==> src/verilog/int_cpu_defs.svh <==
`ifndef INT_CPU_DEFS_SVH
`define INT_CPU_DEFS_SVH

// --------------------
// datapath sizes
// --------------------
`define INT_CPU_XLEN         32  // data word and instruction width
`define INT_CPU_REG_COUNT    16  // x0..x15
`define INT_CPU_REG_IDX_W    4   // register index width
`define INT_CPU_IMM_W        12  // raw immediate width, sign extended in decode

`define INT_CPU_IMEM_DEPTH   64  // instruction words
`define INT_CPU_IMEM_ADDR_W  6   // pc width, log2 of depth

// --------------------
// instruction fields
// --------------------
// imm[31:20] rs2[19:16] rs1[15:12] rd[11:8] opt[7:4] opcode[3:0]
`define INT_CPU_OPC_LSB      0
`define INT_CPU_OPT_LSB      4
`define INT_CPU_RD_LSB       8
`define INT_CPU_RS1_LSB      12
`define INT_CPU_RS2_LSB      16
`define INT_CPU_IMM_LSB      20

`endif

==> src/verilog/int_cpu_pkg.sv <==
`include "int_cpu_defs.svh"

package int_cpu_pkg;

    // --------------------
    // basic types
    // --------------------
    typedef logic [`INT_CPU_XLEN-1:0]        word_t;       // data word or instruction
    typedef logic [`INT_CPU_REG_IDX_W-1:0]   reg_idx_t;    // register number
    typedef logic [`INT_CPU_IMEM_ADDR_W-1:0] imem_addr_t;  // instruction address

    // --------------------
    // encodings
    // --------------------
    typedef enum logic [3:0] {
        OPC_CALC_I = 4'h0,  // rd = rs1 op sext(imm)
        OPC_CALC_R = 4'h1,  // rd = rs1 op rs2
        OPC_HALT   = 4'hA   // end of program
    } opcode_e;

    // values match the opt field directly
    typedef enum logic [3:0] {
        ALU_ADD = 4'h0,
        ALU_SUB = 4'h1,
        ALU_SLL = 4'h2,
        ALU_SRL = 4'h3,
        ALU_SRA = 4'h4,
        ALU_AND = 4'h5,
        ALU_OR  = 4'h6,
        ALU_XOR = 4'h7
    } alu_op_e;

    typedef enum logic [1:0] {
        ST_IDLE = 2'd0,  // waiting for run_req
        ST_RUN  = 2'd1,  // one instruction per cycle
        ST_DONE = 2'd2   // halted, run_ack high
    } seq_state_e;

endpackage

==> src/verilog/instr_mem.sv <==
`include "int_cpu_defs.svh"

module instr_mem (
    input  logic                    clk,
    input  logic                    imem_we,     // load strobe from outside
    input  int_cpu_pkg::imem_addr_t imem_addr,   // load address
    input  int_cpu_pkg::word_t      imem_wdata,  // load data
    input  int_cpu_pkg::imem_addr_t pc,          // fetch address
    output int_cpu_pkg::word_t      instr        // fetched instruction
);

    int_cpu_pkg::word_t mem [`INT_CPU_IMEM_DEPTH];  // program store, no reset

    // --------------------
    // load port
    // --------------------
    always_ff @(posedge clk) begin
        if (imem_we) begin
            mem[imem_addr] <= imem_wdata;  // only written while idle
        end
    end

    // --------------------
    // fetch
    // --------------------
    // async read so the instruction is ready in the same cycle as pc
    assign instr = mem[pc];

endmodule

==> src/verilog/instr_decoder.sv <==
`include "int_cpu_defs.svh"

module instr_decoder (
    input  int_cpu_pkg::word_t    instr,    // from instr_mem
    input  logic                  exec_en,  // high while running
    output int_cpu_pkg::reg_idx_t rs1,
    output int_cpu_pkg::reg_idx_t rs2,
    output int_cpu_pkg::reg_idx_t rd,
    output int_cpu_pkg::word_t    imm,      // sign extended immediate
    output logic                  use_imm,  // second operand is imm
    output int_cpu_pkg::alu_op_e  alu_op,
    output logic                  reg_we,   // commit result to rd
    output logic                  is_halt   // stop the run
);

    int_cpu_pkg::opcode_e             opcode;    // decoded opcode
    logic [`INT_CPU_IMM_W-1:0]        imm_raw;   // immediate before extension
    logic [$bits(int_cpu_pkg::alu_op_e)-1:0] opt_raw;  // opt field as is
    logic                             is_calc;   // calc_i or calc_r
    logic                             opt_ok;    // opt 0..7

    // --------------------
    // field split
    // --------------------
    assign opcode  = int_cpu_pkg::opcode_e'(
                         instr[`INT_CPU_OPC_LSB +: $bits(int_cpu_pkg::opcode_e)]);
    assign opt_raw = instr[`INT_CPU_OPT_LSB +: $bits(int_cpu_pkg::alu_op_e)];
    assign rd      = instr[`INT_CPU_RD_LSB  +: `INT_CPU_REG_IDX_W];
    assign rs1     = instr[`INT_CPU_RS1_LSB +: `INT_CPU_REG_IDX_W];
    assign rs2     = instr[`INT_CPU_RS2_LSB +: `INT_CPU_REG_IDX_W];
    assign imm_raw = instr[`INT_CPU_IMM_LSB +: `INT_CPU_IMM_W];

    // replicate bit 11 into the upper 20 bits
    assign imm = {{(`INT_CPU_XLEN-`INT_CPU_IMM_W){imm_raw[`INT_CPU_IMM_W-1]}}, imm_raw};

    assign alu_op  = int_cpu_pkg::alu_op_e'(opt_raw);  // opt 8..15 fall to alu default
    assign use_imm = (opcode == int_cpu_pkg::OPC_CALC_I);

    // --------------------
    // control
    // --------------------
    assign is_calc = (opcode == int_cpu_pkg::OPC_CALC_I) ||
                     (opcode == int_cpu_pkg::OPC_CALC_R);
    assign opt_ok  = ~opt_raw[$bits(opt_raw)-1];  // top bit clear means 0..7

    // unknown opcodes and opt 8..15 are no-ops
    assign reg_we  = exec_en && is_calc && opt_ok;
    assign is_halt = exec_en && (opcode == int_cpu_pkg::OPC_HALT);

endmodule

==> src/verilog/alu.sv <==
`include "int_cpu_defs.svh"

module alu (
    input  int_cpu_pkg::word_t   rs1_data,  // first operand
    input  int_cpu_pkg::word_t   rs2_data,  // register second operand
    input  int_cpu_pkg::word_t   imm,       // immediate second operand
    input  logic                 use_imm,
    input  int_cpu_pkg::alu_op_e alu_op,
    output int_cpu_pkg::word_t   result
);

    localparam int SHAMT_W = $clog2(`INT_CPU_XLEN);  // in-range shift bits

    int_cpu_pkg::word_t op_b;       // selected second operand
    logic [SHAMT_W-1:0] shamt;      // low bits of op_b
    logic               shamt_big;  // op_b >= 32, whole word read unsigned

    assign op_b      = use_imm ? imm : rs2_data;
    assign shamt     = op_b[SHAMT_W-1:0];
    assign shamt_big = |op_b[`INT_CPU_XLEN-1:SHAMT_W];

    // --------------------
    // operation select
    // --------------------
    always_comb begin
        case (alu_op)
            int_cpu_pkg::ALU_ADD: result = rs1_data + op_b;
            int_cpu_pkg::ALU_SUB: result = rs1_data - op_b;
            int_cpu_pkg::ALU_SLL: result = shamt_big ? '0 : (rs1_data << shamt);
            int_cpu_pkg::ALU_SRL: result = shamt_big ? '0 : (rs1_data >> shamt);
            int_cpu_pkg::ALU_SRA: begin
                if (shamt_big) begin
                    result = {`INT_CPU_XLEN{rs1_data[`INT_CPU_XLEN-1]}};  // all sign bits
                end else begin
                    result = $signed(rs1_data) >>> shamt;
                end
            end
            int_cpu_pkg::ALU_AND: result = rs1_data & op_b;
            int_cpu_pkg::ALU_OR:  result = rs1_data | op_b;
            int_cpu_pkg::ALU_XOR: result = rs1_data ^ op_b;
            default:              result = '0;  // not written back anyway
        endcase
    end

endmodule

==> src/verilog/reg_file.sv <==
`include "int_cpu_defs.svh"

module reg_file (
    input  logic                  clk,
    input  logic                  rst_n,
    input  int_cpu_pkg::reg_idx_t rs1,
    input  int_cpu_pkg::reg_idx_t rs2,
    output int_cpu_pkg::word_t    rs1_data,
    output int_cpu_pkg::word_t    rs2_data,
    input  int_cpu_pkg::reg_idx_t rd,
    input  logic                  reg_we,
    input  int_cpu_pkg::word_t    wdata,     // alu result
    input  int_cpu_pkg::reg_idx_t dbg_sel,   // debug read index
    output int_cpu_pkg::word_t    dbg_data
);

    int_cpu_pkg::word_t regs [`INT_CPU_REG_COUNT];  // x0 entry stays zero

    // x0 reads as zero on every port
    function automatic int_cpu_pkg::word_t read_reg(input int_cpu_pkg::reg_idx_t idx);
        return (idx == '0) ? '0 : regs[idx];
    endfunction

    // --------------------
    // write port
    // --------------------
    always_ff @(posedge clk or negedge rst_n) begin
        if (!rst_n) begin
            for (int i = 0; i < `INT_CPU_REG_COUNT; i++) begin
                regs[i] <= '0;  // all registers start at zero
            end
        end else if (reg_we && (rd != '0)) begin
            regs[rd] <= wdata;  // visible to the next instruction
        end
    end

    // --------------------
    // read ports
    // --------------------
    assign rs1_data = read_reg(rs1);
    assign rs2_data = read_reg(rs2);
    assign dbg_data = read_reg(dbg_sel);  // testbench peek

endmodule

==> src/verilog/seq_ctrl.sv <==
module seq_ctrl (
    input  logic                    clk,
    input  logic                    rst_n,
    input  logic                    run_req,  // four-phase request
    input  logic                    is_halt,  // from decoder, only in ST_RUN
    output int_cpu_pkg::imem_addr_t pc,
    output logic                    exec_en,  // execute the instruction at pc
    output logic                    run_ack   // run finished
);

    int_cpu_pkg::seq_state_e state;       // current state
    int_cpu_pkg::seq_state_e next_state;  // state after this edge

    // --------------------
    // next state
    // --------------------
    always_comb begin
        next_state = state;
        case (state)
            int_cpu_pkg::ST_IDLE: begin
                if (run_req) begin
                    next_state = int_cpu_pkg::ST_RUN;  // start at address 0
                end
            end
            int_cpu_pkg::ST_RUN: begin
                if (is_halt) begin
                    next_state = int_cpu_pkg::ST_DONE;  // halt writes nothing
                end
            end
            int_cpu_pkg::ST_DONE: begin
                if (!run_req) begin
                    next_state = int_cpu_pkg::ST_IDLE;  // ack drops with this edge
                end
            end
            default: next_state = int_cpu_pkg::ST_IDLE;
        endcase
    end

    // --------------------
    // state and pc
    // --------------------
    always_ff @(posedge clk or negedge rst_n) begin
        if (!rst_n) begin
            state <= int_cpu_pkg::ST_IDLE;
            pc    <= '0;
        end else begin
            state <= next_state;
            if ((state == int_cpu_pkg::ST_IDLE) && run_req) begin
                pc <= '0;  // every run starts from the top
            end else if ((state == int_cpu_pkg::ST_RUN) && !is_halt) begin
                pc <= pc + 1'b1;  // one instruction per cycle
            end
        end
    end

    assign exec_en = (state == int_cpu_pkg::ST_RUN);
    assign run_ack = (state == int_cpu_pkg::ST_DONE);  // held while run_req stays high

endmodule

==> src/verilog/int_cpu.sv <==
module int_cpu (
    input  logic                    clk,
    input  logic                    rst_n,
    input  logic                    imem_we,     // program load
    input  int_cpu_pkg::imem_addr_t imem_addr,
    input  int_cpu_pkg::word_t      imem_wdata,
    input  logic                    run_req,     // run handshake
    output logic                    run_ack,
    input  int_cpu_pkg::reg_idx_t   dbg_sel,     // debug register read
    output int_cpu_pkg::word_t      dbg_data
);

    // --------------------
    // datapath wires
    // --------------------
    int_cpu_pkg::imem_addr_t pc;
    logic                    exec_en;
    int_cpu_pkg::word_t      instr;
    int_cpu_pkg::reg_idx_t   rs1, rs2, rd;
    int_cpu_pkg::word_t      imm;
    logic                    use_imm;
    int_cpu_pkg::alu_op_e    alu_op;
    logic                    reg_we;
    logic                    is_halt;
    int_cpu_pkg::word_t      rs1_data, rs2_data;
    int_cpu_pkg::word_t      result;      // write back value

    seq_ctrl seq0 (
        .clk(clk), .rst_n(rst_n),
        .run_req(run_req), .is_halt(is_halt),
        .pc(pc), .exec_en(exec_en), .run_ack(run_ack)
    );

    instr_mem imem0 (
        .clk(clk),
        .imem_we(imem_we), .imem_addr(imem_addr), .imem_wdata(imem_wdata),
        .pc(pc), .instr(instr)
    );

    instr_decoder dec0 (
        .instr(instr), .exec_en(exec_en),
        .rs1(rs1), .rs2(rs2), .rd(rd),
        .imm(imm), .use_imm(use_imm), .alu_op(alu_op),
        .reg_we(reg_we), .is_halt(is_halt)
    );

    reg_file rf0 (
        .clk(clk), .rst_n(rst_n),
        .rs1(rs1), .rs2(rs2),
        .rs1_data(rs1_data), .rs2_data(rs2_data),
        .rd(rd), .reg_we(reg_we), .wdata(result),
        .dbg_sel(dbg_sel), .dbg_data(dbg_data)
    );

    alu alu0 (
        .rs1_data(rs1_data), .rs2_data(rs2_data),
        .imm(imm), .use_imm(use_imm), .alu_op(alu_op),
        .result(result)
    );

endmodule

==> config.mk <==
export PLATFORM = sky130hd
export DESIGN_NAME = int_cpu
export DESIGN_NICKNAME = d
export VERILOG_FILES = /design/src/verilog/int_cpu_pkg.sv /design/src/verilog/instr_mem.sv /design/src/verilog/instr_decoder.sv /design/src/verilog/alu.sv /design/src/verilog/reg_file.sv /design/src/verilog/seq_ctrl.sv /design/src/verilog/int_cpu.sv
export VERILOG_INCLUDE_DIRS = /design/src /design/src/verilog
export SDC_FILE = /design/constraint.sdc
export NUM_CORES = 2
export LEC_CHECK = 0
export BUFFER_PORTS_ARGS = -buffer_cell sky130_fd_sc_hd__buf_2
export CAP_MARGIN = 30
export CORE_MARGIN = 1
export CORE_UTILIZATION = 50
export DETAILED_ROUTE_END_ITERATION = 8
export PLACE_DENSITY_LB_ADDON = 0.15
export SYNTH_ARGS = -nofsm -noshare
export SYNTH_HDL_FRONTEND = slang
export SYNTH_SLANG_ARGS = --single-unit
==> constraint.sdc <==
create_clock -name clk -period 9 [get_ports clk]
set_clock_uncertainty 0.1 [all_clocks]
set_input_delay 0 -clock clk [delete_from_list [all_inputs] [get_ports clk]]
set_output_delay 0 -clock clk [all_outputs]
set_load 0.05 [all_outputs]
# == Word-level counts from Yosys, hierarchy flattened ==
# Memories as Yosys holds them, arrays and structs flattened.
# Index checks and enable logic that the tools add are counted.
# word_totals
reg_bits,520
input_bits,46
elab_cells,99
ram_bits,2048
n_memories,1
output_inout_bits,33
# mem_list
memory,depth,word_bits,read_ports,rd_clocked_by_memory_dff,write_ports,line_no,source
imem0.mem,64,32,1,0,1,instr_mem.sv:12,int_cpu_pkg::word_t mem [`INT_CPU_IMEM_DEPTH];
# classes
n_shift,3
mux,28
n_reduce_logical,19
eq_ne,14
n_bitwise,8
magnitude_cmp,5
n_addsub,3
# ops
cell,count
512-bit bitwise mux,1
32-bit two-way mux,14
32-bit binary-select mux with 4-bit select,3
32-bit case mux with 8 select lines,1
32-bit demux with 4-bit select,1
32-bit adder,1
32-bit AND,1
32-bit bitwise OR,1
32-bit by 5-bit << shifter with 32-bit output,1
32-bit by 5-bit right shift with 32-bit output,1
32-bit by 5-bit >>> shifter with 32-bit output,1
32-bit subtractor,1
32-bit bitwise XOR,1
27-bit OR reduction,1
"5-bit >= comparator, second input constant",4
4-bit logical NOT,5
4-bit NOT with 5-bit output,4
"4-bit by 3-bit equality test with 1-bit output, second input constant",4
6-bit two-way mux,2
"4-bit by 1-bit equality test with 1-bit output, second input constant",2
"4-bit by 2-bit equality test with 1-bit output, second input constant",2
1-bit logical AND,7
"6-bit by 1-bit adder with 6-bit output, second input constant",1
2-bit two-way mux,3
14 further kinds,17

# == Longest topological paths before layout ==
# An unclocked memory read counts as a cell.
# logic_depth
word_depth,11
mapped_depth,42

# == Cells and area by module ==
# A second synthesis with hierarchy kept.
# hier_totals
hier_cells,6790
hier_area_um2,116985.9
# modules_own_cells
module,cells_per_inst,area_per_inst_um2,seq_area_each_um2,n_inst
instr_mem,3292,77874.7,61499.0,1
reg_file,2151,29403.2,12036.5,1
alu,1258,8896.0,0.0,1
seq_ctrl,36,412.9,200.2,1
instr_decoder,53,399.1,0.0,1

# == Worst setup path after synthesis ==
# OpenSTA, ideal clock, no wires.
# synth_timing
path_kind,register to register
from,register seq0.pc[1]
to,register rf0.regs[478] in the netlist's numbering
t_required_ns,8.767
setup_ns,0.133
path_stages_with_launch,38
slack_ns,-0.235
synth_period_minus_slack_ns,9.235
n_path_buf,12
arrival_ns,9.003
cell_sequence,dfrtp_1 -> buf_6 -> buf_6 -> buf_6 -> buf_4 -> buf_6 -> buf_4 -> clkbuf_1 -> clkbuf_1 -> mux4_2 -> mux4_2 -> mux4_2 -> clkbuf_1 -> nor3_1 -> clkinv_1 -> clkbuf_1 -> nor2_1 -> clkbuf_1 -> [... 2 more ...] -> ha_1 -> nor2b_1 -> o21ai_0 -> a21boi_0 -> o21ai_0 -> a21oi_1 -> o21bai_1 -> a21oi_1 -> o31a_1 -> a41o_1 -> a221o_1 -> a21oi_1 -> o21ai_0 -> nand4b_1 -> o21ai_0 -> nor3_1 -> buf_2 -> a21oi_1
# synth_between
elab_chain_len,11
# synth_lines
element,line_no,source
from (decl),seq_ctrl.sv:6,"output int_cpu_pkg::imem_addr_t pc,"
from (signal assigned),seq_ctrl.sv:51,pc <= pc + 1'b1;
memory read 64 x 32 bit *,--,
"parallel branches: the longest is 10 deep, another holds 32-bit subtractor",--,
"to (signal, indexed assignment)",reg_file.sv:33,regs[rd] <= wdata;
to (decl),reg_file.sv:17,int_cpu_pkg::word_t regs [`INT_CPU_REG_COUNT];
# Mark *: on every way between the ends. The select of a mux whose other input is x is not followed.
# A chain may end at the register's enable or synchronous reset.

# == Worst setup path in the final report ==
# layout_timing
from,register seq0.pc[0]
to,register rf0.regs[188] in the netlist's numbering
# Same word-level chain as after synthesis.

==> results.toml <==
[sta]
min_period_over_period_pct = 96.5
relSlewSlack_pct = 15.2
max_freq_mhz = 115
hold_viol = 0
tightestPinTransition_ns = 1.27
min_period_ns = 8.69
setup_violations = 0
slew_violations = 0
tns_ns = 0

[floorplanning]
std_cell_rows = 178
design.core.area_sq_um = 236000
dieHeight_um = 490
initial_core_util_pct = 50.5
die_w_um = 490
dieArea_sq_um = 241000
num_io_pins = 79

[outcome]
status = "completed"

[routing]
vias = 74500
wl_mm = 388
antenna_left = 0
dr.pass1.iters = 7
drc = 0
wire_per_inst_um = 34.6
via_per_inst = 6.64
drt_iter0_markers = 9300

[clocking]
clockBufferDepth = 4
cts-buffers-inserted = 285
clk_pin_slew_worst_paths_ns = 0.06
cts_tree = "built"
clock_sinks = 2568
cts_root_buffer = "clkbuf_16"
clk_latency_ns = 0.97
htreeDepth = 5

[worst_setup_path]
cp_max_fo = 27
end_kind = "register"
max_stage_delay_ns = 0.52
slowest_stage = "dfrtp_4"
worstPathArrival_ns = 9.31
startpoint_type = "register"
required_ns = 9.62
worstSetupPathType = "reg2reg"

[global_routing]
grt_pass1_vias = 74000
antenna_found_initial = 12
grt_pass1_wl_mm = 550
globalRouteTotalUtil_pct = 32.0
overflow = 0
grt_start_max_net_pins = 167

[logic_synthesis]
yosys.cell_count.top_type = "edfxtp_1"
avgSynthCellArea_sq_um = 15.8
synth_warnings = 0
synthDistinctLibCells = 119
ys_async_sr_fraction_pct = 20.2
ys.flop_type = "edfxtp_1"
yosysTopAreaCell = "edfxtp_1"
ys_seq_elements = 2568
synth_common_cells = "edfxtp_1, mux4_2, mux2i_1, nor2_1, dfrtp_1"
synth.top_cell.area_share_pct = 51.6
synth_edf_count = 2048
synthCells = 7543
netlist_top_cells_area = "edfxtp_1, mux4_2, dfrtp_1"
yosysSeqAreaShare_pct = 62.5
synth_area_sq_um = 119000
syn_nets = 7686

[placed_design]
gp_congestion = 0.948
io_buffers = 78
place_hpwl_mm = 241

[layout]
syn_to_final_growth_pct = 13.6
fin_util_pct = 57.4
fillerInstances = 18200
nNetsFinal = 8018
layout-drive-gt1-share_pct = 26.0

[worst_hold_path]
worstHoldPathType = "in2reg"

[flow_run]
drv_cap = 0
-- cell usage in the layout (no fill, tap or decap), types with 18 or more instances in the layout --
master / Yosys / final
dfrtp_1: 520 / 514
nor2_4: 0 / 79
nor2b_1: 75 / 71
mux2i_1: 623 / 622
o31ai_1: 23 / 22
clkinv_2: 0 / 43
dlygate4sd3_1: 0 / 65
nand2_1: 262 / 261
nand3_1: 114 / 114
a21o_1: 22 / 22
a32oi_1: 21 / 21
a21oi_1: 452 / 452
ha_1: 96 / 96
a31oi_1: 32 / 30
a22oi_1: 49 / 49
a221oi_1: 88 / 84
nand4_1: 33 / 33
o21ai_0: 167 / 167
inv_1: 109 / 105
clkbuf_16: 0 / 291
buf_4: 78 / 395
nor2_1: 574 / 490
a211oi_1: 56 / 47
a22o_1: 20 / 20
clkbuf_1: 249 / 60
and3_1: 20 / 18
nor3_1: 36 / 30
mux4_2: 722 / 722
mux2_2: 235 / 235
o22ai_1: 108 / 108
buf_2: 141 / 74
clkinv_1: 4 / 48
o211ai_1: 55 / 55
buf_12: 1 / 71
edfxtp_1: 2048 / 2048
xnor2_1: 48 / 48
nand2b_1: 21 / 20
-- critical path, delay by kind of cell (launching register included) --
family	cells	cell delay [ns]
AO/OA/AOI/OAI	15	3.44
XOR/XNOR	1	0.15
adder cells (fa/ha/maj)	1	0.26
buffers and inverters	9	1.66
flip-flops	1	0.52
multiplexers	1	0.28
AND/OR/NAND/NOR	9	2.03
-- routing by layer --
metal	global-route usage, %	up-vias	wire [um]
li1	-	30700	-
met1	42.7	38900	149000
met2	51.4	3941	185000
met3	5.12	854	32100
met4	15.6	4	21800
met5	0	-	31
-- logic make-up after synthesis --
kind of cell / synth area share, %
buffers and inverters: 2.92
xor gates and xnor gates: 0.426
adders and majority gates: 1.02
AOI/OAI and AO/OA: 7.34
DFF: 62.5
and+or+nand+nor: 4.73
muxes: 21.1
-- path summary, 6_finish.rpt --
path                                      startpoint                           to  slack, ns  depth (start not counted)
setup / recovery              seq0.pc[0]$_DFFE_PN0P_    rf0.regs[188]$_DFFE_PN0P_       0.31                         36
hold reg to reg            rf0.regs[487]$_DFFE_PN0P_    rf0.regs[487]$_DFFE_PN0P_       0.30                          0
hold / removal                        imem_wdata[29]  imem0.mem[25][29]$_DFFE_PP_      0.003                          3
max in group asynchronous                      rst_n       seq0.pc[3]$_DFFE_PN0P_       7.18                          6
setup reg to reg              seq0.pc[0]$_DFFE_PN0P_    rf0.regs[188]$_DFFE_PN0P_       0.31                         36
min in group asynchronous                      rst_n    rf0.regs[370]$_DFFE_PN0P_       0.18                          4
-- layout make-up --
type | instances | area, sq um | area share (%)
clock inverter | 119 | 1030 | 0.758
sequential | 2568 | 74500 | 55.0
multi-input combinational | 4282 | 42200 | 31.1
timing repair buffer | 624 | 5800 | 4.28
antenna | 5 | 12.5 | 0.00923
tap | 3150 | 3940 | 2.91
inverter | 114 | 429 | 0.317
clock buffer | 357 | 7580 | 5.59
-- registers in the layout, indices dropped and copies added, names as in the netlist --
| signal | cells |
|---|---|
| rf0.regs | 512 |
| seq0.state | 2 |
| seq0.pc | 6 |
| imem0.mem | 2048 |
-- repair_timing --
item | in CTS | in global routing
endpoints found under the hold margin | 2623 | 104
gates cloned | 0 | 1
endpoints found under the setup margin | 45 | 73
hold buffers | 53 | 13
gates resized for setup | 6 | 26
buffers inserted | 0 | 9
pin swaps | 0 | 3
-- stage by stage --
step           hold WS, ns  instance area [sq um]  setup WS (ns)  cells
6_report           0.00262                 136000          0.315  11200
5_1_grt             0.0131                 136000       -0.00990  11200
4_1_cts            0.00881                 135000        0.00622  11200
3_5_place_dp       -0.0737                 125000         -0.221  10600
3_3_place_gp       -0.0750                 125000         -0.189  10600
2_1_floorplan       -0.396                 119000         0.0663   7543
Power is not shown: default switching activity piles up to over one toggle a cycle in this logic, so the estimate is an artifact.
